==> config.mk <==
export PLATFORM = sky130hd
export DESIGN_NAME = redmule_ctrl
export DESIGN_NICKNAME = d
export VERILOG_FILES = /design/src/design/redmule_pkg.sv /design/src/design/redmule_ctrl.sv
export VERILOG_INCLUDE_DIRS = /design/src /design/src/include
export SDC_FILE = /design/constraint.sdc
export NUM_CORES = 1
export LEC_CHECK = 0
export BUFFER_PORTS_ARGS = -buffer_cell sky130_fd_sc_hd__buf_4
export CORE_ASPECT_RATIO = 0.8
export CORE_UTILIZATION = 48
export DETAILED_ROUTE_END_ITERATION = 10
export GPL_TIMING_DRIVEN = 0
export HOLD_SLACK_MARGIN = 0.1
export PLACE_DENSITY = 0.79
export SYNTH_ARGS = -nofsm -noshare
export SYNTH_HDL_FRONTEND = slang
export SYNTH_SLANG_ARGS = --single-unit
==> constraint.sdc <==
create_clock -name clk_i -period 2.55 [get_ports clk_i]
set_input_delay 0.255 -clock clk_i [delete_from_list [all_inputs] [get_ports clk_i]]
set_output_delay 0.255 -clock clk_i [all_outputs]
set_load 0.1 [all_outputs]
==> src/include/redmule_defs.svh <==
`ifndef REDMULE_DEFS_SVH
`define REDMULE_DEFS_SVH

// Tile size of the accumulator array
`define ARRAY_WIDTH  4
`define ARRAY_HEIGHT 4

// Element and memory word widths
`define ELEM_W 16
`define WORD_W (`ARRAY_HEIGHT * `ELEM_W)

// Word address and peripheral data widths
`define ADDR_W 16
`define REG_W  32

// Default depth of the operand FIFO
`define FIFO_DEPTH 4

`endif
==> src/design/redmule_pkg.sv <==
package redmule_pkg;

  // Peripheral register map, one word per index
  typedef enum logic [2:0] {
    REG_X_ADDR  = 3'd0,
    REG_W_ADDR  = 3'd1,
    REG_Y_ADDR  = 3'd2,
    REG_Z_ADDR  = 3'd3,
    REG_N_SIZE  = 3'd4,
    REG_TRIGGER = 3'd5,
    REG_STATUS  = 3'd6
  } reg_addr_e;

  // Job phases
  typedef enum logic [2:0] {
    S_IDLE,
    S_LOAD_Y,
    S_LOAD_X,
    S_LOAD_W,
    S_STORE_Z,
    S_DONE
  } sched_state_e;

  // What the array does with the operand and store streams
  typedef enum logic [1:0] {
    MODE_IDLE,
    MODE_BIAS,
    MODE_MAC,
    MODE_DRAIN
  } engine_mode_e;

endpackage

==> src/design/redmule_ctrl.sv <==
`timescale 1ns/1ns
`include "redmule_defs.svh"

module redmule_ctrl (
  input  logic                clk_i,
  input  logic                rst_n_i,
  input  logic                periph_req_i,
  input  logic                periph_wen_i,
  input  logic [2:0]          periph_add_i,
  input  logic [`REG_W-1:0]   periph_data_i,
  input  logic                done_i,
  output logic [`REG_W-1:0]   periph_r_data_o,
  output logic                periph_r_valid_o,
  output logic                start_o,
  output logic [`ADDR_W-1:0]  x_addr_o,
  output logic [`ADDR_W-1:0]  w_addr_o,
  output logic [`ADDR_W-1:0]  y_addr_o,
  output logic [`ADDR_W-1:0]  z_addr_o,
  output logic [`ADDR_W-1:0]  n_size_o,
  output logic                busy_o,
  output logic                evt_o
);
  import redmule_pkg::*;

  reg_addr_e          reg_sel;
  logic               wr_acc;
  logic               rd_acc;
  logic               trigger;
  logic [`REG_W-1:0]  rd_value;

  assign reg_sel = reg_addr_e'(periph_add_i);
  // Registers are frozen while a job runs
  assign wr_acc  = periph_req_i && !periph_wen_i && !busy_o;
  assign rd_acc  = periph_req_i && periph_wen_i;
  assign trigger = wr_acc && (reg_sel == REG_TRIGGER);

  always_comb begin
    rd_value = '0;
    case (reg_sel)
      REG_X_ADDR: rd_value[`ADDR_W-1:0] = x_addr_o;
      REG_W_ADDR: rd_value[`ADDR_W-1:0] = w_addr_o;
      REG_Y_ADDR: rd_value[`ADDR_W-1:0] = y_addr_o;
      REG_Z_ADDR: rd_value[`ADDR_W-1:0] = z_addr_o;
      REG_N_SIZE: rd_value[`ADDR_W-1:0] = n_size_o;
      REG_STATUS: rd_value[0] = busy_o;
      default:    rd_value = '0;
    endcase
  end

  always_ff @(posedge clk_i) begin
    if (!rst_n_i) begin
      start_o          <= 1'b0;
      busy_o           <= 1'b0;
      evt_o            <= 1'b0;
      periph_r_valid_o <= 1'b0;
    end else begin
      start_o          <= trigger;
      evt_o            <= done_i;
      periph_r_valid_o <= rd_acc;
      if (trigger) begin
        busy_o <= 1'b1;
      end else if (done_i) begin
        busy_o <= 1'b0;
      end
    end
  end

  // Job registers and read data
  always_ff @(posedge clk_i) begin
    if (rd_acc) begin
      periph_r_data_o <= rd_value;
    end
    if (wr_acc) begin
      case (reg_sel)
        REG_X_ADDR: x_addr_o <= periph_data_i[`ADDR_W-1:0];
        REG_W_ADDR: w_addr_o <= periph_data_i[`ADDR_W-1:0];
        REG_Y_ADDR: y_addr_o <= periph_data_i[`ADDR_W-1:0];
        REG_Z_ADDR: z_addr_o <= periph_data_i[`ADDR_W-1:0];
        REG_N_SIZE: n_size_o <= periph_data_i[`ADDR_W-1:0];
        default: ;
      endcase
    end
  end

  // Done only closes a job that is already running
  a_done_in_job: assert property (
    @(posedge clk_i) disable iff (!rst_n_i) done_i |-> busy_o && !start_o
  );

endmodule

### Yosys cells after proc, flatten, opt, wreduce, memory -nomap -nowiden

Index checks and enable logic that the tools add are counted.

| operators by class | value |
|---|---|
| equal/unequal tests | 6 |
| mux-type cells | 4 |
| reductions and logical operators | 13 |

Operators by type and width:

| operator | number |
|---|---|
| $pmux W15 S5 | 1 |
| $reduce_and A2 Y1 | 5 |
| $eq A3 B3 Y1 const B | 3 |
| $eq A3 B2 Y1 const B | 2 |
| $pmux W1 S6 | 1 |
| $logic_and A1 B1 Y1 | 4 |
| $eq A3 B1 Y1 const B | 1 |
| $logic_not A3 Y1 | 1 |
| $logic_not A1 Y1 | 2 |
| $mux W1 | 2 |
| $reduce_bool A2 Y1 | 1 |

| storage, ports and cells | value |
|---|---|
| bits in registers | 100 |
| bits of input ports | 40 |
| output and inout bits | 116 |
| logic and storage cells | 33 |

### Logic depth before layout (Yosys ltp)

| depth | value |
|---|---|
| word-level depth | 5 |
| mapped depth | 5 |

### Least setup slack after synthesis

No wires, ideal clock.

| timing | value |
|---|---|
| path type | register to register |
| start | register busy_o |
| end | register w_addr_o[0], enable pin |
| library setup time | 0.413 ns |
| arrival time | 2.326 ns |
| slack | -0.189 ns |
| cell stages (with the launch flop) | 3 |
| path buffers | 0 |
| cell sequence | dfxtp_1 > nor3b_2 > nor3b_1 |

| on the way | value |
|---|---|
| cells in the longest elaborated chain, start to end | 3 |

RTL lines:

| what | line | RTL |
|---|---|---|
| start, declared | redmule_ctrl.sv:20 | `output logic busy_o,` |
| start signal, assigned | redmule_ctrl.sv:53 | `busy_o <= 1'b0;` |
| start signal, assigned | redmule_ctrl.sv:61 | `busy_o <= 1'b1;` |
| start signal, assigned | redmule_ctrl.sv:63 | `busy_o <= 1'b0;` |
| $logic_not A1 Y1 | redmule_ctrl.sv:33 | `assign wr_acc = periph_req_i && !periph_wen_i && !busy_o;` |
| $logic_and A1 B1 Y1 | redmule_ctrl.sv:33 |  |
| $reduce_and A2 Y1 (no source line) | -- |  |
| end signal, assigned | redmule_ctrl.sv:76 | `` REG_W_ADDR: w_addr_o <= periph_data_i[`ADDR_W-1:0]; `` |
| end, declared | redmule_ctrl.sv:16 | `` output logic [`ADDR_W-1:0] w_addr_o, `` |

No other way between the ends.
A chain may end at the register's enable or synchronous reset.

### Worst setup path in the final report

| timing | value |
|---|---|
| start | input periph_add_i[0] |
| end | register n_size_o[9], enable pin |

| on the way | value |
|---|---|
| cells in the longest elaborated chain, start to end | 2 |

RTL lines:

| what | line | RTL |
|---|---|---|
| start, declared | redmule_ctrl.sv:9 | `input logic [2:0] periph_add_i,` |
| $eq A3 B3 Y1 | redmule_ctrl.sv:74 | `case (reg_sel)` |
| $reduce_and A2 Y1 (no source line) | -- |  |
| end signal, assigned | redmule_ctrl.sv:79 | `` REG_N_SIZE: n_size_o <= periph_data_i[`ADDR_W-1:0]; `` |
| end, declared | redmule_ctrl.sv:19 | `` output logic [`ADDR_W-1:0] n_size_o, `` |

No other way between the ends.

==> impl_metrics.py <==
metrics = {
    "setup_path": {
        "startpoint": "periph_add_i[0]",
        "r2r_start": "busy_o",
        "startpoint_type": "input port",
        "r2r-end": "z_addr_o[10]",
        "critPathArrivalTime_ns": 2.16,
        "ff2ff_path_depth": 2,
        "crit_type": "input port to flip-flop",
        "setup.worst_path.end_class": "flip-flop",
        "worstSetupEndpoint": "n_size_o[9]",
        "r2r_slack_ns": 0.58,
        "critPathMaxFanout": 16,
        "required_ns": 2.55,
    },
    "synth": {
        "synth_top_area_frac": 0.743,
        "seq_area_frac_synth": 0.763,
        "synthTopCellsByCount": "edfxtp_1 (96), mux2i_1 (19), buf_4 (18)",
        "synth.ff_latch_count": 100,
        "yosysMostFrequentCell": "edfxtp_1",
        "syn-cell-area_um2": 3880,
        "ys_types": 25,
        "synth.area.top_cells": "edfxtp_1 (74%), mux2i_1 (4.9%), mux2_4 (3.9%)",
        "yosysTopAreaCell": "edfxtp_1",
        "ys_async_sr_fraction": 0,
        "synth-edff-count": 96,
        "yosys_warnings": 0,
        "synth.avg_cell_area_um2": 18.7,
        "synthCells": 208,
        "synth_ff_type": "edfxtp_1",
    },
    "final_layout": {
        "fin_nets": 416,
        "fillCellCount": 516,
        "diodes": 0,
        "area_delta_synth_final_pct": 38.8,
        "finish.instance_area_um2": 5390,
        "drive_gt1_frac": 0.470,
    },
    "routing": {
        "drt_wl_total_um": 9220,
        "drt-met1-wl_um": 3590,
        "drt_pass1_iterations": 4,
        "wl_per_cell_um": 19.0,
        "drt_iter0_markers": 75,
        "drc": 0,
        "ant_nets": 0,
        "vias": 2429,
        "wl_met3_um": 893,
        "top_layer": "met4",
        "viasPerCell": 5.00,
        "wl_met2_um": 4680,
    },
    "global_route": {
        "grt_use_total": 0.224,
        "grt_max_degree": 19,
        "grt_pass1_wl_um": 13000,
        "gr-total-overflow": 0,
        "first_global_vias": 2344,
        "antenna_found_initial": 0,
    },
    "sta": {
        "setup_viol": 0,
        "max_freq_mhz": 463,
        "rsz0062_at_grt": "false",
        "skew_ns": 0.00886,
        "tightest_slew_ns": 0.947,
        "slew_violations": 0,
        "post-route-period-util": 0.847,
        "finalCriticalPeriod_ns": 2.16,
        "finalSetupTns_ns": 0,
        "slew_headroom": 0.368,
        "hold_viol": 0,
    },
    "placement": {
        "place_area_um2": 5040,
        "dp.final_hpwl_um": 6290,
        "gp_congestion": 0.706,
        "port_buffers": 123,
    },
    "clock_network": {
        "cts_buffer_depth": 2,
        "clkSlewWorstSetupHoldPaths_ns": 0.09,
        "clk_latency_ns": 0.37,
        "cts_sinks": 100,
        "h-tree-depth": 3,
        "cts_root_buf": "clkbuf_8",
        "tritoncts": "yes",
        "cts_buffers": 9,
        "post_cts_buffers": 0,
    },
    "floorplanning": {
        "die_w_um": 103,
        "ios": 156,
        "start_util": 0.511,
        "die-area_um2": 8450,
        "core.rowCount": 28,
        "die_h_um": 82.4,
        "core_region_area_um2": 7600,
    },
    "pwr": {
        "powerDensity_nw_per_um2": 623,
        "total_leakage_power_nw": 2.21,
        "vdd_drop_max_v": 0.000453,
    },
    "worst_hold_path": {
        "min-delay-start": "rst_n_i",
        "min_path_cells": 2,
        "hp-class": "input port to flip-flop",
    },
    "job": {
        "maxCapViolations": 0,
    },
    "run_status": {
        "status": "completed",
    },
}
per-stage QoR:
step / power, W / hold WS, ns / setup slack [ns] / util / std cells
after floorplan: 0.00231 / 0.354 / 0.350 / - / 223
after global placement: 0.00243 / 0.463 / -0.473 / 0.657 / 451
after detailed placement: 0.00244 / 0.466 / -0.00852 / 0.662 / 453
after CTS: 0.00337 / 0.101 / 0.415 / 0.709 / 486
after global routing: 0.00345 / 0.105 / 0.283 / 0.709 / 486
final: 0.00336 / 0.116 / 0.391 / 0.709 / 486
registers in the layout, indices dropped and copies added (netlist names):
| signal | count |
|---|---|
| busy_o | 1 |
| y_addr_o | 16 |
| periph_r_valid_o | 1 |
| z_addr_o | 16 |
| periph_r_data_o | 16 |
| n_size_o | 16 |
| w_addr_o | 16 |
| start_o | 1 |
| x_addr_o | 16 |
| evt_o | 1 |
layer usage:
metal  vias to the layer above  track usage
met5                         -            0
met4                         0       0.0500
met3                         7       0.0800
met2                       119        0.388
met1                      1178        0.270
li1                       1125            -
worst max-delay path, cell delays in order:
cell	delay [ns]
buf_4	0.14
nor2_1	0.54
buf_2	0.38
and3_1	0.83
layout make-up:
class / count / area (um^2) / share of cell area
plain buffers: 24 / 184 / 0.0341
clock buffers: 9 / 124 / 0.0230
clock inverters: 7 / 58.8 / 0.0109
multi-input cells: 99 / 805 / 0.149
flip-flops and latches: 100 / 2960 / 0.550
well taps: 105 / 131 / 0.0244
repair buffers: 142 / 1120 / 0.208
worst min path at each step:
stage	end
2_1_floorplan	n_size_o[0]
3_3_place_gp	w_addr_o[8]
3_5_place_dp	w_addr_o[8]
4_1_cts	start_o
5_1_grt	busy_o
6_report	start_o
cells by family (layout without fill, tap and decap cells):
group / count (synthesis) / in the layout / synth area share
DFF: 100 / 100 / 0.763
muxes: 33 / 33 / 0.0993
and+or+nand+nor: 31 / 31 / 0.0429
buffers and inverters: 24 / 182 / 0.0474
AOI/OAI and AO/OA: 19 / 19 / 0.0461
other: 1 / 16 / 0.000966
power breakdown:
group / internal (W) / switching, W / total (W)
logic: 0.000146 / 0.000429 / 0.000575
clock network: 0.000368 / 0.000563 / 0.000931
registers: 0.00184 / 0.0000131 / 0.00185
cell usage in the layout (no fill, tap or decap), types with 3 or more instances in the layout:
cell,count
buf_2,3
nor2_1,14
a221o_1,13
mux2_4,10
buf_4,141
and2_1,4
conb_1,16
dlygate4sd3_1,17
edfxtp_1,96
mux2i_1,19
dfxtp_1,4
clkbuf_8,9
buf_6,3
mux2_1,3
repair_timing:
action	4_1_cts	5_1_grt
hold endpoints to repair	81	0
gates resized for setup	0	0
hold buffers	17	0
Power figures use the tool's default switching activity.
