--- src/include/redmule_defs.svh ---
`ifndef REDMULE_DEFS_SVH
`define REDMULE_DEFS_SVH

// Tile size of the accumulator array
`define ARRAY_WIDTH  4
`define ARRAY_HEIGHT 4

// Element and memory word widths
`define ELEM_W 16
`define WORD_W (`ARRAY_HEIGHT * `ELEM_W)

// Word address and peripheral data widths
`define ADDR_W 16
`define REG_W  32

// Default depth of the operand FIFO
`define FIFO_DEPTH 4

`endif
--- src/design/redmule_stream_fifo.sv ---
`timescale 1ns/1ns
`include "redmule_defs.svh"

module redmule_stream_fifo #(
  parameter int unsigned DEPTH = `FIFO_DEPTH
) (
  input  logic                      clk_i,
  input  logic                      rst_n_i,
  input  logic                      push_valid_i,
  input  logic [`WORD_W-1:0]        push_data_i,
  input  logic                      pop_ready_i,
  input  logic                      rd_pending_i,
  output logic                      push_ready_o,
  output logic                      pop_valid_o,
  output logic [`WORD_W-1:0]        pop_data_o,
  output logic [$clog2(DEPTH):0]    fifo_space_o
);
  localparam int unsigned PTR_W = $clog2(DEPTH);

  logic [`WORD_W-1:0]  mem_q [DEPTH];
  logic [PTR_W-1:0]    wr_ptr_q, rd_ptr_q;
  logic [PTR_W:0]      count_q, rsv_q;
  logic                push, pop;

  assign push_ready_o = (count_q != DEPTH);
  assign pop_valid_o  = (count_q != '0);
  assign pop_data_o   = mem_q[rd_ptr_q];
  assign push         = push_valid_i && push_ready_o;
  assign pop          = pop_valid_o && pop_ready_i;
  // Free slots not yet promised to a read in flight
  assign fifo_space_o = (PTR_W+1)'(DEPTH) - count_q - rsv_q;

  always_ff @(posedge clk_i) begin
    if (!rst_n_i) begin
      wr_ptr_q <= '0;
      rd_ptr_q <= '0;
      count_q  <= '0;
      rsv_q    <= '0;
    end else begin
      if (push) begin
        wr_ptr_q <= (wr_ptr_q == PTR_W'(DEPTH-1)) ? '0 : wr_ptr_q + 1'b1;
      end
      if (pop) begin
        rd_ptr_q <= (rd_ptr_q == PTR_W'(DEPTH-1)) ? '0 : rd_ptr_q + 1'b1;
      end
      count_q <= count_q + push - pop;
      rsv_q   <= rsv_q + rd_pending_i - push;
    end
  end

  always_ff @(posedge clk_i) begin
    if (push) begin
      mem_q[wr_ptr_q] <= push_data_i;
    end
  end

  a_no_push_full: assert property (
    @(posedge clk_i) disable iff (!rst_n_i) push_valid_i |-> push_ready_o
  );

endmodule

--- config.mk ---
export PLATFORM = sky130hd
export DESIGN_NAME = redmule_stream_fifo
export DESIGN_NICKNAME = d
export VERILOG_FILES = /design/src/design/redmule_stream_fifo.sv
export VERILOG_INCLUDE_DIRS = /design/src /design/src/include
export SDC_FILE = /design/constraint.sdc
export NUM_CORES = 1
export LEC_CHECK = 0
export BUFFER_PORTS_ARGS = -buffer_cell sky130_fd_sc_hd__buf_2
export CORE_ASPECT_RATIO = 0.8
export CORE_MARGIN = 8
export CORE_UTILIZATION = 50
export DETAILED_ROUTE_END_ITERATION = 10
export GPL_TIMING_DRIVEN = 0
export PLACE_DENSITY = 0.85
export REMOVE_ABC_BUFFERS = 1
export SYNTH_ARGS = -nofsm -noshare
export SYNTH_HDL_FRONTEND = slang
export SYNTH_SLANG_ARGS = --single-unit
--- constraint.sdc ---
create_clock -name clk_i -period 2.61 [get_ports clk_i]
set_clock_uncertainty 0.15 [all_clocks]
set_input_delay 0.1305 -clock clk_i [delete_from_list [all_inputs] [get_ports clk_i]]
set_output_delay 0.1305 -clock clk_i [all_outputs]
set_load 0.01 [all_outputs]
## After elaboration in Yosys (flattened, before gate mapping)

Memory sizes are Yosys's and may differ from the RTL's. A register that Yosys moved wholly into a read port is not among the register bits.
Index checks and enable logic that the tools add are counted.
W data, S select, Z words.

| word-level totals | value |
|---|---|
| register bits after elaboration | 10 |
| memory bits (writable) | 256 |
| word-level logic and storage cells | 25 |
| memories | 1 |

| cells by class | value |
|---|---|
| $add $sub $neg | 8 |
| equality and inequality tests | 3 |
| mux-type cells | 6 |
| reduce and logical (&&, ||, !) cells | 3 |

Memory list:

| memory | depth | bits a word | rd ports | clocked after memory_dff | write ports | RTL line | RTL |
|---|---|---|---|---|---|---|---|
| mem_q | 4 | 64 | 1 | 1 | 1 | redmule_stream_fifo.sv:20 | `` logic [`WORD_W-1:0] mem_q [DEPTH]; `` |

Operators with widths:

| kind | count |
|---|---|
| $mux W2 | 4 |
| $add A3 B1 Y3 | 2 |
| $sub A3 B1 Y3 | 2 |
| $add A2 B1 Y2 const B | 2 |
| $eq A2 B2 Y1 const B | 2 |
| $ne A3 B3 Y1 const B | 1 |
| $reduce_bool A3 Y1 | 1 |
| $sub A3 B3 Y3 | 1 |
| $sub A3 B3 Y3 const A | 1 |
| $logic_and A1 B1 Y1 | 2 |
| $mux W1 | 2 |

## Logic depth before layout (Yosys ltp)

Gate-level depths: netlist of run 1.

| logic depth | value |
|---|---|
| word-level depth | 4 |
| mapped depth | 13 |
| gate-level depth less buffers | 11 |

## Least setup slack after synthesis of run 1

No wires, ideal clock.

| timing | value |
|---|---|
| path type | register -> register |
| from | register count_q[2] |
| to | register count_q[2] |
| setup time | 0.115 ns |
| arrival time | 2.358 ns |
| path slack | -0.013 ns |
| cell stages (with the launch flop) | 14 |
| path buffers | 2 |
| period minus slack after synthesis | 2.623 ns |
| cell sequence | dfxtp_1 -> or3b_1 -> buf_6 -> and2_4 -> buf_6 -> inv_2 -> ha_1 -> inv_1 -> ha_1 -> inv_1 -> fa_1 -> xnor2_1 -> xnor2_1 -> and2_1 |

| between the ends | value |
|---|---|
| cells in the longest elaborated chain, start to end | 4 |
| elaborated cells on any way between the ends | 6 |

RTL lines:

| what | RTL line | RTL |
|---|---|---|
| from (decl) | redmule_stream_fifo.sv:22 | `logic [PTR_W:0] count_q, rsv_q;` |
| from (signal assigned) | redmule_stream_fifo.sv:46 | `count_q <= count_q + push - pop;` |
| $ne A3 B3 Y1 | redmule_stream_fifo.sv:25 | `assign push_ready_o = (count_q != DEPTH);` |
| via push_ready_o | redmule_stream_fifo.sv:13 | `output logic push_ready_o,` |
| $logic_and A1 B1 Y1 | redmule_stream_fifo.sv:28 | `assign push = push_valid_i && push_ready_o;` |
| via push | redmule_stream_fifo.sv:23 | `logic push, pop;` |
| $add A3 B1 Y3 | redmule_stream_fifo.sv:46 |  |
| $sub A3 B1 Y3 | redmule_stream_fifo.sv:46 |  |

The timed path passes the listed nets, and every way through them passes these cells.
A chain may end at the register's enable or synchronous reset.

## Worst setup path in the final report of run 1

| timing | value |
|---|---|
| from | register count_q[2] |
| to | register count_q[2] |

| between the ends | value |
|---|---|
| cells in the longest elaborated chain, start to end | 4 |
| elaborated cells on any way between the ends | 6 |

RTL lines:

| what | RTL line |
|---|---|
| $ne A3 B3 Y1 | redmule_stream_fifo.sv:25 |
| $logic_and A1 B1 Y1 | redmule_stream_fifo.sv:28 |
| $add A3 B1 Y3 | redmule_stream_fifo.sv:46 |
| $sub A3 B1 Y3 * | redmule_stream_fifo.sv:46 |

Mark *: on every way between the ends. The rest lies on a longest branch, timed or not.

==> results of run 1 <==
[sequential cells by signal, summed over array words and instances, names as in the netlist, named ones only]
signal	cells
mem_q	256
rd_ptr_q	2
rsv_q	3
wr_ptr_q	2
count_q	3
[how the worst min path moves through the flow]
stage / slack [ns] / cells past startpoint / endpoint / startpoint
floorplan: 0.08 / 0 / mem_q[0][0]$_DFFE_PP_ / push_data_i[0]
global placement: 0.19 / 1 / mem_q[3][13]$_DFFE_PP_ / push_data_i[13]
detailed placement: 0.20 / 1 / mem_q[3][58]$_DFFE_PP_ / push_data_i[58]
CTS: 0.19 / 2 / mem_q[2][12]$_DFFE_PP_ / push_data_i[12]
global route: 0.21 / 2 / mem_q[2][19]$_DFFE_PP_ / push_data_i[19]
finish: 0.22 / 2 / mem_q[2][35]$_DFFE_PP_ / push_data_i[35]
[routing by layer]
metal / GRT usage [%] / share of wire (%) / vias up
li1: - / - / 2166
met1: 20.3 / 42 / 2551
met2: 27.6 / 51 / 167
met3: 3.87 / 6.1 / 26
met4: 3.49 / 1.6 / 0
met5: 0 / 0 / -
[power groups by stage]
stage / sequential [mW] / combinational [mW] / clock (mW)
floorplan: 5.61 / 1.52 / 0
global placement: 5.72 / 2.35 / 0
detailed placement: 5.66 / 2.52 / 0
CTS: 5.53 / 2.73 / 3.88
global route: 5.57 / 2.91 / 4.04
finish: 5.52 / 2.70 / 3.81
[cell families after synthesis]
logic type | after synthesis
compound gates | 4
xor+xnor | 7
simple gates | 23
fa+ha+maj | 14
flops | 268
mux | 65
buf+inv | 29
[cell usage after synthesis (all sizes together)]
| cell type | instances |
|---|---|
| and2 | 6 |
| or3 | 1 |
| xnor2 | 5 |
| xor2 | 2 |
| or3b | 1 |
| nand3 | 2 |
| fa | 2 |
| buf | 9 |
| o31ai | 1 |
| mux4 | 64 |
| nor2b | 1 |
| edfxtp | 256 |
| clkbuf | 8 |
| mux2i | 1 |
| dfxtp | 12 |
| nand2 | 5 |
| ha | 12 |
| nor2 | 2 |
| and3 | 4 |
| o21ai | 3 |
| nand4 | 1 |
| inv | 12 |
[repair_timing]
action | CTS | global route
pin swaps | 1 | 0
cloned | 0 | 0
buffers inserted | 2 | 0
setup endpoints to repair | 33 | 1
resized for setup | 4 | 5
hold buffers | 71 | 0
endpoints found under the hold margin | 268 | 0
[worst register-to-register path: stages (launching register included)]
cell and delay [ns]:
dfxtp_4 0.38, or3b_4 0.39, and2_4 0.19, inv_2 0.05
ha_1 0.22, inv_1 0.07, ha_1 0.14, inv_1 0.05
fa_2 0.36, xnor2_2 0.15, xnor2_1 0.12, and2_1 0.15
[per-stage QoR]
step / hold slack, ns / cells / area [um2]
finish: 0.219 / 920 / 12600
global route: 0.206 / 919 / 12600
CTS: 0.192 / 919 / 12600
detailed placement: 0.199 / 799 / 11000
global placement: 0.189 / 794 / 10800
floorplan: 0.0794 / 393 / 9830
[cell type report]
| cell class | count | area, um2 |
|---|---|---|
| multi-input cells | 113 | 1890 |
| repair buffers | 215 | 1530 |
| diodes | 1 | 2.50 |
| inverters | 12 | 45.0 |
| flip-flops and latches | 268 | 7940 |
| well taps | 264 | 330 |
| clock buffers | 35 | 716 |
| fillers | 1294 | 7000 |
| clock inverters | 12 | 165 |
==> results.json, run 1 <==
{
  "cp_cell_sequence": "or3b_4 > and2_4 > inv_2 > ha_1 > inv_1 > ha_1 > inv_1 > fa_2 > xnor2_2 > xnor2_1 > and2_1",
  "route.vias.total": 4910,
  "status": "finished, final reports clean",
  "reg2reg_from": "count_q[2]$_SDFF_PN0_",
  "crit_buf_inv": 3,
  "setup_viol": 0,
  "tightest_slew_ns": 0.986,
  "drv_cap": 0,
  "path_max_fanout": 5,
  "yosysUniqueCellTypes": 26,
  "swShare_pct": 25.7,
  "grt_max_degree": 65,
  "rsz0062_at_grt": "no",
  "power_density_nw_per_um2": 953,
  "dieArea_um2": 24600,
  "path_clk_slew_ns": 0.06,
  "crit_end": "count_q[2]$_SDFF_PN0_",
  "yosys.area_share.simple_pct": 1.36,
  "final_cell_mix": "edfxtp_1, buf_2, dlygate4sd3_1",
  "drv_slew": 0,
  "ys_top_cells_by_area": "edfxtp_1, mux4_2, dfxtp_1",
  "layout_commonest_cell": "edfxtp_1",
  "synth.mux.area_fraction_pct": 14.6,
  "area_delta_synth_final_pct": 27.3,
  "worstPathRequired_ns": 2.86,
  "synthAdderAreaFrac_pct": 1.92,
  "ant_nets": 0,
  "wl_per_cell_um": 21.7,
  "yosys_warnings": 0,
  "cellLeakagePower_nw": 4.36,
  "drc": 0,
  "clockBufferDepth": 3,
  "hold_viol": 0,
  "r2r-end": "count_q[2]$_SDFF_PN0_",
  "avgSynthCellArea_um2": 24.2,
  "drt_iter0_markers": 377,
  "fin_tns_setup_ns": 0,
  "max_slew_margin_pct": 34.3,
  "cp-startpoint": "count_q[2]$_SDFF_PN0_",
  "gr-total-overflow": 0,
  "ff2ff_path_depth": 11,
  "groute.usage.overall_pct": 15.9,
  "initial_core_util_pct": 50.5,
  "htreeDepth": 1,
  "hp-class": "in2reg",
  "reg2reg_slack_ns": 0.08,
  "pwr-share-seq_pct": 45.9,
  "insertion_delay_ns": 0.51,
  "synth_top_family_by_area": "multiplexers",
  "nNetsFinal": 719,
  "viasPerCell": 5.34,
  "synth_compound_area_share_pct": 0.227,
  "synth_top_area_cell": "edfxtp_1",
  "cts_buffers": 26,
  "peakVddDrop_mv": 0.636,
  "synth_xor_area_share_pct": 0.618,
  "cts_tree": "built",
  "place_hpwl_mm": 12.0,
  "drt-total-wl_mm": 20.0,
  "ios": 138,
  "fin_util_pct": 64.3,
  "setup_slack_ns": 0.0810,
  "intPower_mw": 8.94,
  "pwr-share-comb_pct": 22.4,
  "slowest_stage": "or3b_4",
  "power_mw": 12.0,
  "synth-seq-cells": 268,
  "max_freq_mhz": 395,
  "crit_family": "simple AND/OR/NAND/NOR gates",
  "die_y_um": 142,
  "clkPwrFrac_pct": 31.7,
  "dp_slack_ns": -0.114,
  "place.gp.congestion": 0.757,
  "period_needed_ns": 2.53,
  "grt_pass1_wl_mm": 30.8,
  "cts_sinks": 268,
  "ys_seq_area_share_pct": 79.9,
  "die-width_um": 173,
  "synth_cells": 410,
  "port_buffers": 137,
  "critical_path_class": "reg2reg",
  "synth_area_um2": 9920,
  "arrival_ns": 2.78,
  "firstDrtPassIters": 4,
  "fin_crit_sh_pct": 96.9,
  "num_rows": 46,
  "clockRootBuffer": "clkbuf_16",
  "core_um2": 19600,
  "cp_slowest_stage_delay_ns": 0.39,
  "antenna_found_initial": 0,
  "cp-start-kind": "flip-flop",
  "end_kind": "flip-flop",
  "drive_gt1_share_pct": 40.2,
  "power.switching_mw": 3.09,
  "grt_pass1_vias": 5527,
  "path_depth": 11,
  "yosysTopAreaCellShare_pct": 77.5
}
Note: power is estimated with default switching activity, not from simulation.
==> run 2, diff against run 1 <==
--- a/config.mk
+++ b/config.mk
@@ -13,6 +13,7 @@
 export DETAILED_ROUTE_END_ITERATION = 10
 export GPL_TIMING_DRIVEN = 0
 export PLACE_DENSITY = 0.85
+export RECOVER_POWER = 25
 export REMOVE_ABC_BUFFERS = 1
 export SYNTH_ARGS = -nofsm -noshare
 export SYNTH_HDL_FRONTEND = slang
==> run 2 against run 1 <==
Power is essentially flat. Die area is the same. Sequential power is essentially flat. Design area decreased by 0.39%. First-iteration DRC count fell by 4.2%. Register-to-register slack about the same. Largest cell class unchanged. Maximum frequency barely moved. Critical path depth unchanged. Clock power about the same. Via count increased by 0.22%. Non-clock buffer count stayed put.
==> results.json, run 2 (same netlist as run 1, synthesis figures left out) <==
{
  "status": "finished, final reports clean",
  "viasPerCell": 5.35,
  "groute.usage.overall_pct": 15.9,
  "cts_buffers": 26,
  "cellLeakagePower_nw": 4.25,
  "tightest_slew_ns": 0.984,
  "crit_buf_inv": 3,
  "layout.area.seq_um2": 7940,
  "crit_family": "simple AND/OR/NAND/NOR gates",
  "layout_top_registers": "mem_q x256, count_q x3, rsv_q x3",
  "hold_depth": 2,
  "firstDrtPassIters": 5,
  "ios": 138,
  "drive_gt1_share_pct": 34.2,
  "cp-start-kind": "flip-flop",
  "dp_slack_ns": -0.114,
  "clockRootBuffer": "clkbuf_16",
  "slowest_stage": "or3b_4",
  "place_hpwl_mm": 12.0,
  "port_buffers": 137,
  "max_slew_margin_pct": 34.4,
  "hold_viol": 0,
  "wl_per_cell_um": 21.7,
  "route.vias.total": 4921,
  "crit_end": "count_q[2]$_SDFF_PN0_",
  "arrival_ns": 2.78,
  "hp-class": "in2reg",
  "cts_sinks": 268,
  "fin_util_pct": 64.1,
  "drv_slew": 0,
  "max_freq_mhz": 395,
  "drt-total-wl_mm": 20.0,
  "grt_pass1_vias": 5527,
  "dieArea_um2": 24600,
  "ant_nets": 0,
  "peakVddDrop_mv": 0.634,
  "power_mw": 12.0,
  "place.gp.congestion": 0.757,
  "finalNonFillerCells": 920,
  "multi_input_area_um2": 1890,
  "cp_slowest_stage_delay_ns": 0.39,
  "worstPathRequired_ns": 2.86,
  "antenna_found_initial": 0,
  "grt_pass1_wl_mm": 30.8,
  "die_y_um": 142,
  "path_clk_slew_ns": 0.06,
  "layout_commonest_cell": "edfxtp_1",
  "nNetsFinal": 719,
  "period_needed_ns": 2.53,
  "setup_viol": 0,
  "die-width_um": 173,
  "cp_cell_sequence": "or3b_4 > and2_4 > inv_2 > ha_1 > inv_1 > ha_1 > inv_1 > fa_2 > xnor2_2 > xnor2_1 > and2_1",
  "end_kind": "flip-flop",
  "initial_core_util_pct": 50.5,
  "insertion_delay_ns": 0.51,
  "placed_cells": 799,
  "ff2ff_path_depth": 11,
  "r2r-end": "count_q[2]$_SDFF_PN0_",
  "top_register": "mem_q",
  "rsz0062_at_grt": "no",
  "drc": 0,
  "power_density_nw_per_um2": 956,
  "cp-startpoint": "count_q[2]$_SDFF_PN0_",
  "cts_tree": "built",
  "reg2reg_slack_ns": 0.08,
  "path_max_fanout": 5,
  "largest_reg_flops": 256,
  "core_um2": 19600,
  "clockBufferDepth": 3,
  "num_rows": 46,
  "drv_cap": 0,
  "critical_path_class": "reg2reg",
  "area_delta_synth_final_pct": 26.8,
  "final_cell_mix": "edfxtp_1, buf_2, dlygate4sd3_1",
  "setup_slack_ns": 0.0811,
  "fillers": 1298,
  "grt_max_degree": 65,
  "reg2reg_from": "count_q[2]$_SDFF_PN0_",
  "fin_crit_sh_pct": 96.9,
  "gr-total-overflow": 0,
  "drt_iter0_markers": 361,
  "path_depth": 11,
  "htreeDepth": 1
}
==> run 2: cell count changes in the layout (fill, tap and decap cells not counted), sizes merged <==
| cell | delta |
|---|---|
| clkbuf | +39 |
| buf | -39 |
==> run 2: power by group <==
part           switching, mW  internal, mW  total [mW]
logic                   1.31          1.38        2.69
clock network           1.49          2.32        3.81
registers              0.290          5.23        5.52
==> run 2: timing repair <==
item	4_1_cts	5_1_grt
endpoints found under the setup margin	33	1
hold buffers	71	0
gates resized for setup	4	5
pin swaps	1	0
endpoints found under the hold margin	268	0
setup buffers	2	0
==> run 2: cell type report <==
class | instances | share of cell area [%]
timing repair buffer | 215 | 11.8
antenna | 1 | 0.0199
tap | 264 | 2.63
clock inverter | 12 | 1.31
clock buffer | 35 | 5.69
multi-input combinational | 113 | 15.1
inverter | 12 | 0.358
sequential | 268 | 63.2
==> run 2: how the worst min path moves through the flow <==
stage	from	end	slack, ns
6_report	push_data_i[6]	mem_q[3][6]$_DFFE_PP_	0.23
5_1_grt	push_data_i[20]	mem_q[0][20]$_DFFE_PP_	0.25
4_1_cts	push_data_i[12]	mem_q[2][12]$_DFFE_PP_	0.19
3_5_place_dp	push_data_i[58]	mem_q[3][58]$_DFFE_PP_	0.20
3_3_place_gp	push_data_i[13]	mem_q[3][13]$_DFFE_PP_	0.19
2_1_floorplan	push_data_i[0]	mem_q[0][0]$_DFFE_PP_	0.08
==> run 2: through the flow <==
stage / setup TNS [ns] / hold WS, ns / instance area, um2
2_1_floorplan: -69.41 / 0.0794 / 9830
3_3_place_gp: -152.08 / 0.189 / 10800
3_5_place_dp: -0.114 / 0.199 / 11000
4_1_cts: 0 / 0.192 / 12600
5_1_grt: 0 / 0.250 / 12600
6_report: 0 / 0.234 / 12600
==> run 2: routing by layer <==
layer / vias up / global-route usage [%] / part of all wire, %
met5: - / 0 / 0
met4: 0 / 3.49 / 1.4
met3: 24 / 3.87 / 6.0
met2: 168 / 27.6 / 51
met1: 2567 / 20.3 / 42
li1: 2162 / - / -
