## config.mk

```make
export PLATFORM = sky130hd
export DESIGN_NAME = redmule_scheduler
export DESIGN_NICKNAME = d
export VERILOG_FILES = /design/src/design/redmule_pkg.sv /design/src/design/redmule_scheduler.sv
export VERILOG_INCLUDE_DIRS = /design/src /design/src/include
export SDC_FILE = /design/constraint.sdc
export NUM_CORES = 1
export LEC_CHECK = 0
export BUFFER_PORTS_ARGS = -buffer_cell sky130_fd_sc_hd__buf_2
export CORE_MARGIN = 2
export CORE_UTILIZATION = 49
export CTS_BUF_LIST = sky130_fd_sc_hd__clkbuf_4 sky130_fd_sc_hd__clkbuf_8
export CTS_CLUSTER_SIZE = 40
export DETAILED_ROUTE_END_ITERATION = 10
export PLACE_DENSITY = 0.86
export SLEW_MARGIN = 0
export SYNTH_ARGS = -nofsm -noshare
export SYNTH_HDL_FRONTEND = slang
export SYNTH_SLANG_ARGS = --single-unit
export TNS_END_PERCENT = 10
```

## constraint.sdc

```tcl
create_clock -name clk_i -period 4.5 [get_ports clk_i]
set_input_delay 1.35 -clock clk_i [delete_from_list [all_inputs] [get_ports clk_i]]
set_output_delay 1.35 -clock clk_i [all_outputs]
set_load 0.02 [all_outputs]
```

## src/include/redmule_defs.svh

```systemverilog
`ifndef REDMULE_DEFS_SVH
`define REDMULE_DEFS_SVH

// Tile size of the accumulator array
`define ARRAY_WIDTH  4
`define ARRAY_HEIGHT 4

// Element and memory word widths
`define ELEM_W 16
`define WORD_W (`ARRAY_HEIGHT * `ELEM_W)

// Word address and peripheral data widths
`define ADDR_W 16
`define REG_W  32

// Default depth of the operand FIFO
`define FIFO_DEPTH 4

`endif
```

## src/design/redmule_pkg.sv

```systemverilog
package redmule_pkg;

  // Peripheral register map, one word per index
  typedef enum logic [2:0] {
    REG_X_ADDR  = 3'd0,
    REG_W_ADDR  = 3'd1,
    REG_Y_ADDR  = 3'd2,
    REG_Z_ADDR  = 3'd3,
    REG_N_SIZE  = 3'd4,
    REG_TRIGGER = 3'd5,
    REG_STATUS  = 3'd6
  } reg_addr_e;

  // Job phases
  typedef enum logic [2:0] {
    S_IDLE,
    S_LOAD_Y,
    S_LOAD_X,
    S_LOAD_W,
    S_STORE_Z,
    S_DONE
  } sched_state_e;

  // What the array does with the operand and store streams
  typedef enum logic [1:0] {
    MODE_IDLE,
    MODE_BIAS,
    MODE_MAC,
    MODE_DRAIN
  } engine_mode_e;

endpackage

```

## src/design/redmule_scheduler.sv

```systemverilog
`timescale 1ns/1ns
`include "redmule_defs.svh"

module redmule_scheduler (
  input  logic                      clk_i,
  input  logic                      rst_n_i,
  input  logic                      start_i,
  input  logic [`ADDR_W-1:0]        x_addr_i,
  input  logic [`ADDR_W-1:0]        w_addr_i,
  input  logic [`ADDR_W-1:0]        y_addr_i,
  input  logic [`ADDR_W-1:0]        z_addr_i,
  input  logic [`ADDR_W-1:0]        n_size_i,
  input  logic                      cmd_ready_i,
  input  logic                      op_done_i,
  input  logic                      drain_done_i,
  output logic                      cmd_valid_o,
  output logic                      cmd_write_o,
  output logic [`ADDR_W-1:0]        cmd_base_o,
  output logic [`ADDR_W-1:0]        cmd_count_o,
  output redmule_pkg::engine_mode_e mode_o,
  output logic                      done_o
);
  import redmule_pkg::*;

  sched_state_e        state_q;
  logic [`ADDR_W-1:0]  n_q;
  logic [`ADDR_W-1:0]  n_next;

  assign n_next = n_q + 1'b1;

  always_comb begin
    case (state_q)
      S_LOAD_Y:           mode_o = MODE_BIAS;
      S_LOAD_X, S_LOAD_W: mode_o = MODE_MAC;
      S_STORE_Z:          mode_o = MODE_DRAIN;
      default:            mode_o = MODE_IDLE;
    endcase
  end

  always_ff @(posedge clk_i) begin
    if (!rst_n_i) begin
      state_q     <= S_IDLE;
      n_q         <= '0;
      cmd_valid_o <= 1'b0;
      cmd_write_o <= 1'b0;
      cmd_base_o  <= '0;
      cmd_count_o <= '0;
      done_o      <= 1'b0;
    end else begin
      done_o <= 1'b0;
      if (cmd_valid_o && cmd_ready_i) begin
        cmd_valid_o <= 1'b0;
      end
      case (state_q)
        S_IDLE: if (start_i) begin
          state_q     <= S_LOAD_Y;
          n_q         <= '0;
          cmd_valid_o <= 1'b1;
          cmd_write_o <= 1'b0;
          cmd_base_o  <= y_addr_i;
          cmd_count_o <= `ADDR_W'(`ARRAY_WIDTH);
        end
        // The engine flags the last bias row with op_done
        S_LOAD_Y: if (op_done_i) begin
          cmd_valid_o <= 1'b1;
          if (n_size_i == '0) begin
            state_q     <= S_STORE_Z;
            cmd_write_o <= 1'b1;
            cmd_base_o  <= z_addr_i;
          end else begin
            state_q     <= S_LOAD_X;
            cmd_base_o  <= x_addr_i;
            cmd_count_o <= `ADDR_W'(1);
          end
        end
        S_LOAD_X: if (cmd_valid_o && cmd_ready_i) begin
          state_q     <= S_LOAD_W;
          cmd_valid_o <= 1'b1;
          cmd_base_o  <= w_addr_i + n_q;
        end
        S_LOAD_W: if (op_done_i) begin
          n_q         <= n_next;
          cmd_valid_o <= 1'b1;
          if (n_next == n_size_i) begin
            state_q     <= S_STORE_Z;
            cmd_write_o <= 1'b1;
            cmd_base_o  <= z_addr_i;
            cmd_count_o <= `ADDR_W'(`ARRAY_WIDTH);
          end else begin
            state_q    <= S_LOAD_X;
            cmd_base_o <= x_addr_i + n_next;
          end
        end
        S_STORE_Z: if (drain_done_i) begin
          state_q <= S_DONE;
        end
        // Wait for the last store to be granted
        S_DONE: if (cmd_ready_i) begin
          state_q <= S_IDLE;
          done_o  <= 1'b1;
        end
        default: state_q <= S_IDLE;
      endcase
    end
  end

endmodule

```

# [Word level (Yosys, flattened, before mapping)]
# Index checks and enable logic that the tools add are counted.
[word_totals] word_cells=77 ff_bits=54 out_inout_bits=37
[classes] mux=38 n_addsub=3 eq_ne=15 reduce_logical=14
[op_table] cell="2-to-1 mux 16 bit" count=13
[op_table] cell="one-hot mux 16 bit (4 select lines)" count=1
[op_table] cell="one-hot mux 16 bit (3 select lines)" count=1
[op_table] cell="adder 16 bit" count=2
[op_table] cell="one-hot mux 16 bit (2 select lines)" count=1
[op_table] cell="2-to-1 mux 3 bit" count=8
[op_table] cell="inequality test 2 bit (second input constant)" count=9
[op_table] cell="one-hot mux 3 bit (6 select lines)" count=1
[op_table] cell="AND reduction 6 bit" count=3
[op_table] cell="adder 16 x 1 -> 16 bit (second input constant)" count=1
[op_table] cell="== test 16 bit" count=1
[op_table] cell="zero test 16 bit" count=1
[op_table] cell="2-to-1 mux 1 bit" count=10
[op_table] cell="== test 3 x 2 -> 1 bit (second input constant)" count=2
[op_table] cell="== test 3 bit (second input constant)" count=2
[op_table] cell="one-hot mux 1 bit (3 select lines)" count=2
[op_table] cell="one-hot mux 2 bit (3 select lines)" count=1
[op_table] cell="AND reduction 5 bit" count=1
[op_table] cell="nonzero test 4 bit" count=1
[op_table] cell="OR reduction 2 bit" count=2
[op_table] cell="== test 3 x 1 -> 1 bit (second input constant)" count=1
[op_table] cell="zero test 3 bit" count=1
[op_table] cell="AND reduction 3 bit" count=1
[op_table] cell="nonzero test 3 bit" count=1
[op_table] cell="other kinds (3)" count=3

# [Logic depth before layout (Yosys ltp)]
# Gate-level depths: netlist of run 1.
[logic_depth] depth_word=5 ltp_mapped=15 ltp_nobuf=13

# [Worst setup path after synthesis of run 1]
# No wires, ideal clock.
[synth_timing] path_type="input to register" startpoint="input port x_addr_i[8]" endpoint="register cmd_base_o[15]" arrival_ps=3278 setup_time_ps=123 slack_ps=1099 stages=9 required_time_ps=4377 path_cell_list="ha_1 > a21o_1 > or4_1 > o2111ai_1 > o221ai_1 > o211ai_1 > xnor2_1 > a311oi_1 > a21oi_1"
[synth_via] elab_chain_cells=4
[synth_lines] item="start, declared" line_no="redmule_scheduler.sv:8" text="input logic [`ADDR_W-1:0] x_addr_i,"
[synth_lines] item="adder 16 bit" line_no="redmule_scheduler.sv:91" text="cmd_base_o <= x_addr_i + n_next;"
[synth_lines] item="2-to-1 mux 16 bit" line_no="redmule_scheduler.sv:84" text="if (n_next == n_size_i) begin"
[synth_lines] item="2-to-1 mux 16 bit" line_no="redmule_scheduler.sv:81" text="S_LOAD_W: if (op_done_i) begin"
[synth_lines] item="one-hot mux 16 bit (4 select lines)" line_no="redmule_scheduler.sv:54" text="case (state_q)"
[synth_lines] item="end signal, assigned" line_no="redmule_scheduler.sv:60" text="cmd_base_o <= y_addr_i;"
[synth_lines] item="end signal, assigned" line_no="redmule_scheduler.sv:87" text="cmd_base_o <= z_addr_i;"
[synth_lines] item="end signal, assigned" line_no="redmule_scheduler.sv:91"
[synth_lines] item="end, declared" line_no="redmule_scheduler.sv:18" text="output logic [`ADDR_W-1:0] cmd_base_o,"
# Every way passes these cells. The select of a mux whose other input is x is not followed.
# A chain may end at the register's enable or synchronous reset.

# [Worst setup path after layout of run 1]
[layout_timing] startpoint="register n_q[0]" endpoint="register cmd_base_o[15]"
[layout_via] elab_chain_cells=5 elab_cells_between_ends=8 cone_classes="add/sub: 3; eq/ne: 1; mux: 4"
[layout_lines] item="start, declared" line_no="redmule_scheduler.sv:26" text="logic [`ADDR_W-1:0] n_q;"
[layout_lines] item="start signal, assigned" line_no="redmule_scheduler.sv:82" text="n_q <= n_next;"
[layout_lines] item="adder 16 x 1 -> 16 bit" line_no="redmule_scheduler.sv:29" text="assign n_next = n_q + 1'b1;"
[layout_lines] item="adder 16 bit or == test 16 bit (tied branches)" line_no="redmule_scheduler.sv:91, redmule_scheduler.sv:84"
[layout_lines] item="2-to-1 mux 16 bit" line_no="redmule_scheduler.sv:84"
[layout_lines] item="2-to-1 mux 16 bit" line_no="redmule_scheduler.sv:81"
[layout_lines] item="one-hot mux 16 bit (4 select lines) (*)" line_no="redmule_scheduler.sv:54"
# Mark *: on every way between the ends. The rest lies on a longest branch, timed or not. The select of a mux whose other input is x is not followed.

==> results of run 1 <==
## flip-flops by register name (all words and copies together) (netlist names)
| signal | count |
|---|---|
| cmd_base_o | 16 |
| cmd_write_o | 1 |
| state_q | 3 |
| n_q | 16 |
| cmd_count_o | 2 |
| cmd_valid_o | 1 |
| done_o | 1 |
## power breakdown
group          internal [W]  switching [W]
Combinational      0.000265       0.000456
Sequential         0.000416      0.0000655
Clock              0.000126       0.000144
Total              0.000806       0.000666
## worst max path at each step
stage / slack, ns / from / end / depth (start not counted)
6_report: 0.60 / n_q[0] / cmd_base_o[15] / 13
5_1_grt: 0.28 / n_q[0] / cmd_base_o[15] / 13
4_1_cts: 0.64 / n_q[0] / cmd_base_o[15] / 13
3_5_place_dp: 0.71 / n_q[0] / cmd_base_o[15] / 13
3_3_place_gp: 0.78 / n_q[0] / cmd_base_o[15] / 13
2_1_floorplan: 1.10 / x_addr_i[8] / cmd_base_o[15] / 9
## synth_stat cells, drive strengths merged (3+ instances only)
library cell | number | area share (%)
a22oi | 8 | 1.2
o21ai | 53 | 5.1
dfxtp | 40 | 15
a211oi | 9 | 1.3
nand2 | 40 | 2.9
o211a | 3 | 0.58
xnor2 | 33 | 5.6
o211ai | 17 | 2.5
nand3 | 29 | 2.9
o21a | 10 | 1.4
a41oi | 3 | 0.50
a21boi | 10 | 1.4
nor2b | 22 | 2.6
or4 | 3 | 0.43
o31ai | 4 | 0.58
a21o | 14 | 2.0
o22ai | 5 | 0.60
buf | 31 | 3.8
xor2 | 15 | 2.5
inv | 20 | 1.4
clkbuf | 31 | 2.2
or3 | 13 | 1.6
nand4 | 12 | 1.6
a21oi | 51 | 4.9
mux2i | 14 | 2.7
ha | 32 | 7.7
nor3 | 30 | 2.9
nor2 | 53 | 3.8
o2111ai | 4 | 0.67
nand2b | 11 | 1.3
and2 | 6 | 0.72
a31oi | 10 | 1.2
a221oi | 4 | 0.67
mux2 | 4 | 0.86
o221ai | 3 | 0.50
nor4 | 10 | 1.8
or2 | 6 | 0.72
o311ai | 3 | 0.50
## cell families after synthesis
family / count (synthesis) / share of synthesized area (%)
compound gates: 232 / 29.6
mux: 18 / 3.56
xor+xnor: 52 / 9.85
buf+inv: 82 / 7.52
fa+ha+maj: 34 / 8.46
simple gates: 249 / 25.6
other cells: 1 / 0.0720
flops: 40 / 15.4
## per-stage QoR
step                      setup slack [ns]  power, W  utilization, %
after global placement               0.784   0.00117            55.5
after CTS                            0.637   0.00145            56.4
after floorplan                       1.10  0.000966               -
after detailed placement             0.712   0.00119            55.5
final                                0.596   0.00147            56.4
after global routing                 0.280   0.00154            56.4
## metal layers
metal	track usage (%)	vias to the layer above	routed length, um
met1	42.3	2610	6970
met4	10.5	0	612
li1	-	2763	-
met5	0	-	0
met2	43.3	451	7440
met3	3.04	48	2200
## final cells by class
class | instances | area [um^2]
inverter | 20 | 75.1
timing repair buffer | 118 | 616
clock buffer | 6 | 82.6
sequential | 40 | 801
fill | 958 | 4500
clock inverter | 2 | 13.8
multi-input combinational | 599 | 4060
tap | 136 | 170
## cells in the final DEF (no fill, tap or decap), drive strengths merged, types with 11 or more instances in the layout
master	n
a21o	14
a21oi	51
buf	118
conb	14
dfxtp	40
ha	32
inv	21
mux2i	14
nand2	40
nand2b	11
nand3	29
nand4	12
nor2	53
nor2b	22
nor3	30
o211ai	17
o21ai	53
or3	13
xnor2	33
xor2	15
## worst register-to-register path: stages (launching register included)
cell       delay (ns)
dfxtp_1          0.51
ha_1             0.29
and3_1           0.32
nand3_1          0.25
xnor2_1          0.21
ha_1             0.36
a21o_1           0.22
or4_1            0.42
o2111ai_1        0.31
o221ai_1         0.19
o211ai_1         0.21
xnor2_1          0.13
a311oi_1         0.27
a21oi_1          0.10
==> run_results.csv, run 1 <==
group,metric,value,unit
synthesis,yosysSeqAreaShare,15.4,%
placed_design,port-buffer-count,108,
sta,hold_ws,0.490,ns
detailed_routing,routed-via-count,5872,
synthesis,synth.avg_cell_area,7.36,um^2
die,die_w,107,um
sta,hold_viol_final,0,
die,die_y,107,um
clock_network,cts_buffers,5,
cells_and_area,n_antenna_cell,0,
global_routing,antenna_found_initial,0,
detailed_routing,wirelength,17200,um
worst_setup_path,cp_slowest_cell,"dfxtp_1",
sta,period_needed,3.90,ns
sta,slew_headroom,26.9,%
synthesis,netlist_area,5210,um^2
placed_design,gp_congestion,1.04,
synthesis,postSynth.asyncResetShare,0,%
worst_setup_path,cp-end-kind,"flop",
die,rows,37,
worst_setup_path,crit_fanout,9,
worst_setup_path,path_buf_inv,0,
worst_setup_path,r2r-start,"n_q[0]",
clock_network,cts_resized,0,
clock_network,cts_tree,"done",
global_routing,grt_pass1_wl,26000,um
clock_network,clkTransAtPathRegs,0.09,ns
pwr,power.density,253,nW/um^2
detailed_routing,vias_per_cell,6.38,
worst_setup_path,critPathLaunchType,"flop",
run_status,status,"finished clean",
worst_setup_path,crit_required,4.69,ns
min_path,min_to,"cmd_base_o[6]",
clock_network,cts_buffer_depth,2,
cells_and_area,finalInstanceArea,5820,um^2
worst_setup_path,rrSetupSlack,0.60,ns
detailed_routing,drtPass1Iterations,6,
sta,fin_skew,0.0158,ns
cells_and_area,nets,904,
synthesis,synthCells,708,
sta,period_share,86.8,%
worst_setup_path,reg2reg_depth,13,
die,core-area,10300,um^2
worst_setup_path,cp.arrival,4.10,ns
pwr,peakVddDrop,0.187,mV
placed_design,dpl.hpwl,13600,um
synthesis,yosys_warnings,0,
sta,fin_tns_setup,0,ns
cells_and_area,syn_to_final_growth,11.8,%
die,io-pin-count,123,
cells_and_area,layout-drive-gt1-share,18.3,%
sta,fmax,256,MHz
clock_network,postCtsSetupBuffers,0,
run,cap_viol_max_count,0,
global_routing,grt_pass1_vias,4910,
sta,tightest_slew,1.09,ns
sta,final-max-slew-violation-count,0,
worst_setup_path,worstPathCellList,"ha_1 -> and3_1 -> nand3_1 -> xnor2_1 -> ha_1 -> a21o_1 -> or4_1 -> o2111ai_1 -> o221ai_1 -> o211ai_1 -> xnor2_1 -> a311oi_1 -> a21oi_1",
min_path,holdPathStages,2,
clock_network,htree_levels,2,
synthesis,dominantRegCellSynth,"dfxtp_1",
worst_setup_path,path_class,"flop to flop",
global_routing,grt_util_all_layers,28.8,%
detailed_routing,drc_errors,0,
sta,setup_violations,0,
pwr,power.leakage,2.56,nW
clock_network,clock-root-buffer,"clkbuf_8",
detailed_routing,ant_nets,0,
clock_network,clock_latency,0.31,ns
cells_and_area,final_cells,921,
placed_design,post-place-cells,913,
synthesis,synth-seq-cells,40,
clock_network,hold_buffers,0,
min_path,hp-class,"flop to flop",
sta,rsz0062_at_grt,"no",
die,dieArea,11500,um^2
clock_network,cts.sinks,40,
detailed_routing,dr.first_iter.drc_count,829,
synthesis,post_synth_num_cell_types,75,
global_routing,grt_max_degree,43,
detailed_routing,post_drt_wl_per_cell,18.7,um
global_routing,grt_overflow_total,0,
worst_setup_path,path_delay_family,"compound AO/OA/AOI/OAI gates",
synthesis,synth_edf_count,0,
die,start_util,50.4,%
worst_setup_path,r2r_end,"cmd_base_o[15]",
placed_design,postPlaceCellArea,5730,um^2
min_path,hp-start,"cmd_base_o[6]",
worst_setup_path,slowest_delay,0.51,ns
Power figures use the tool's default switching activity.
==> run 2, diff against run 1 <==
--- a/config.mk
+++ b/config.mk
@@ -12,8 +12,8 @@
 export CTS_BUF_LIST = sky130_fd_sc_hd__clkbuf_4 sky130_fd_sc_hd__clkbuf_8
 export CTS_CLUSTER_SIZE = 40
 export DETAILED_ROUTE_END_ITERATION = 10
+export MAX_ROUTING_LAYER = met4
 export PLACE_DENSITY = 0.86
-export SLEW_MARGIN = 0
 export SYNTH_ARGS = -nofsm -noshare
 export SYNTH_HDL_FRONTEND = slang
 export SYNTH_SLANG_ARGS = --single-unit
==> run 2 against run 1 <==
Setup slack got worse by 0.012 ns. Register-to-register slack about the same. Cell area fell by 0.52%. Via count is 0.60% lower. Count of clock-buffer cells in the layout decreased by 1. Global-route usage is 0.89 points higher. Sequential power barely moved. Clock power decreased by 10%. Core utilization fell by 0.29 points. Die area unchanged. Largest power group unchanged.
==> run_results.csv, run 2 (synthesized netlist as in run 1, its figures left out) <==
group,metric,value,unit
global_routing,antenna_found_initial,0,
clock_network,htree_levels,2,
cells_and_area,finalInstanceArea,5790,um^2
cells_and_area,n_fill_cell,990,
cells_and_area,multi_input_area,4060,um^2
clock_network,clock-root-buffer,"clkbuf_8",
placed_design,port-buffer-count,108,
cells_and_area,final_common_cell,"buf_2",
cells_and_area,layout_common_cells,"buf_2 (108), nor2_1 (53), o21ai_0 (52)",
run_status,status,"finished clean",
worst_setup_path,crit_fanout,9,
clock_network,cts.sinks,40,
global_routing,grt_pass1_wl,26100,um
pwr,combinationalPowerShare,49.9,%
worst_setup_path,path_delay_family,"compound AO/OA/AOI/OAI gates",
detailed_routing,vias_per_cell,6.36,
worst_setup_path,crit_required,4.68,ns
die,dieArea,11500,um^2
detailed_routing,dr.first_iter.drc_count,756,
worst_setup_path,cp_slowest_cell,"dfxtp_1",
pwr,power,0.00145,W
detailed_routing,drc_errors,0,
worst_setup_path,cp-end-kind,"flop",
worst_setup_path,r2r-start,"n_q[0]",
clock_network,cts_buffer_depth,2,
pwr,seq_power_share,33.3,%
sta,hold_viol_final,0,
sta,slew_headroom,25.3,%
worst_setup_path,path_buf_inv,0,
sta,tightest_slew,1.12,ns
global_routing,grt_pass1_vias,5019,
sta,fin_skew,0.0102,ns
cells_and_area,syn_to_final_growth,11.2,%
min_path,hp-start,"cmd_base_o[6]",
die,rows,37,
worst_setup_path,slowest_delay,0.50,ns
pwr,power.switching,0.000660,W
pwr,internal-power,0.000786,W
pwr,peakVddDrop,0.176,mV
sta,fmax,255,MHz
pwr,switching_share,45.7,%
placed_design,gp_congestion,1.05,
detailed_routing,post_drt_wl_per_cell,18.6,um
clock_network,hold_buffers,0,
cells_and_area,nets,902,
die,die_y,107,um
clock_network,clock_latency,0.30,ns
die,core-area,10300,um^2
sta,rsz0062_at_grt,"no",
pwr,pwr-share-clk,16.8,%
clock_network,clkTransAtPathRegs,0.09,ns
clock_network,cts_buffers,5,
die,die_w,107,um
detailed_routing,ant_nets,0,
sta,final-max-slew-violation-count,0,
clock_network,cts_tree,"done",
min_path,hp-class,"flop to flop",
placed_design,dpl.hpwl,13500,um
sta,period_needed,3.92,ns
cells_and_area,seq_area,801,um^2
cells_and_area,layout-drive-gt1-share,18.0,%
worst_setup_path,crit_start,"n_q[0]",
die,start_util,50.4,%
pwr,power.leakage,2.54,nW
run,cap_viol_max_count,0,
placed_design,postPlaceCellArea,5710,um^2
detailed_routing,routed-via-count,5837,
sta,fin_tns_setup,0,ns
sta,setup_violations,0,
pwr,power.density,250,nW/um^2
cells_and_area,n_antenna_cell,0,
global_routing,grt_overflow_total,0,
sta,period_share,87.0,%
detailed_routing,drtPass1Iterations,5,
die,io-pin-count,123,
clock_network,postCtsSetupBuffers,0,
worst_setup_path,worstPathCellList,"ha_1 -> and3_1 -> nand3_1 -> xnor2_1 -> ha_1 -> a21o_1 -> or4_1 -> o2111ai_1 -> o221ai_1 -> o211ai_1 -> xnor2_1 -> a311oi_1 -> a21oi_1",
global_routing,grt_max_degree,43,
worst_setup_path,path_class,"flop to flop",
detailed_routing,wirelength,17100,um
global_routing,grt_util_all_layers,29.7,%
worst_setup_path,critPathLaunchType,"flop",
cells_and_area,top_regs,"cmd_base_o (16), n_q (16), state_q (3)",
worst_setup_path,cp.arrival,4.10,ns
clock_network,cts_resized,0,
[run 2: final timing paths]
kind | to | slack (ns) | cells after the start
max | cmd_base_o[15] | 0.58 | 13
min reg2reg | cmd_base_o[6] | 0.48 | 2
max reg2reg | cmd_base_o[15] | 0.58 | 13
min | cmd_base_o[6] | 0.48 | 2
[run 2: cell type report]
| class | instances | share of cell area (%) |
|---|---|---|
| multi-input cells | 599 | 70.2 |
| flip-flops and latches | 40 | 13.8 |
| repair buffers | 116 | 10.4 |
| well taps | 136 | 2.94 |
| inverters | 20 | 1.30 |
| clock buffers | 5 | 1.19 |
| clock inverters | 2 | 0.216 |
[run 2: stage by stage]
step | instances | setup slack [ns] | utilization, % | hold slack [ns]
floorplan | 721 | 1.10 | - | 0.553
global placement | 911 | 0.782 | 55.3 | 0.453
detailed placement | 911 | 0.695 | 55.3 | 0.454
CTS | 918 | 0.650 | 56.1 | 0.474
global route | 918 | 0.299 | 56.1 | 0.517
finish | 918 | 0.584 | 56.1 | 0.476
[run 2: worst reg2reg max path, stage by stage (launching register included)]
cell and delay (ns):
dfxtp_1 0.50, ha_1 0.31, and3_1 0.33, nand3_1 0.24, xnor2_1 0.20, ha_1 0.36
a21o_1 0.22, or4_1 0.42, o2111ai_1 0.34, o221ai_1 0.19, o211ai_1 0.19, xnor2_1 0.11
a311oi_1 0.27, a21oi_1 0.09
[run 2: power by group through the flow]
stage | logic (W) | registers, W | clock network [W]
6_report | 0.000721 | 0.000481 | 0.000243
5_1_grt | 0.000776 | 0.000489 | 0.000256
4_1_cts | 0.000703 | 0.000477 | 0.000240
3_5_place_dp | 0.000699 | 0.000485 | 0
3_3_place_gp | 0.000692 | 0.000484 | 0
2_1_floorplan | 0.000446 | 0.000520 | 0
[run 2: routing by layer]
layer / vias to the layer above / routed length (um) / track usage, %
met5: - / 0 / -
met4: 0 / 671 / 10.9
met3: 51 / 2050 / 3.34
met2: 392 / 7290 / 43.4
met1: 2646 / 7060 / 42.1
li1: 2748 / - / -
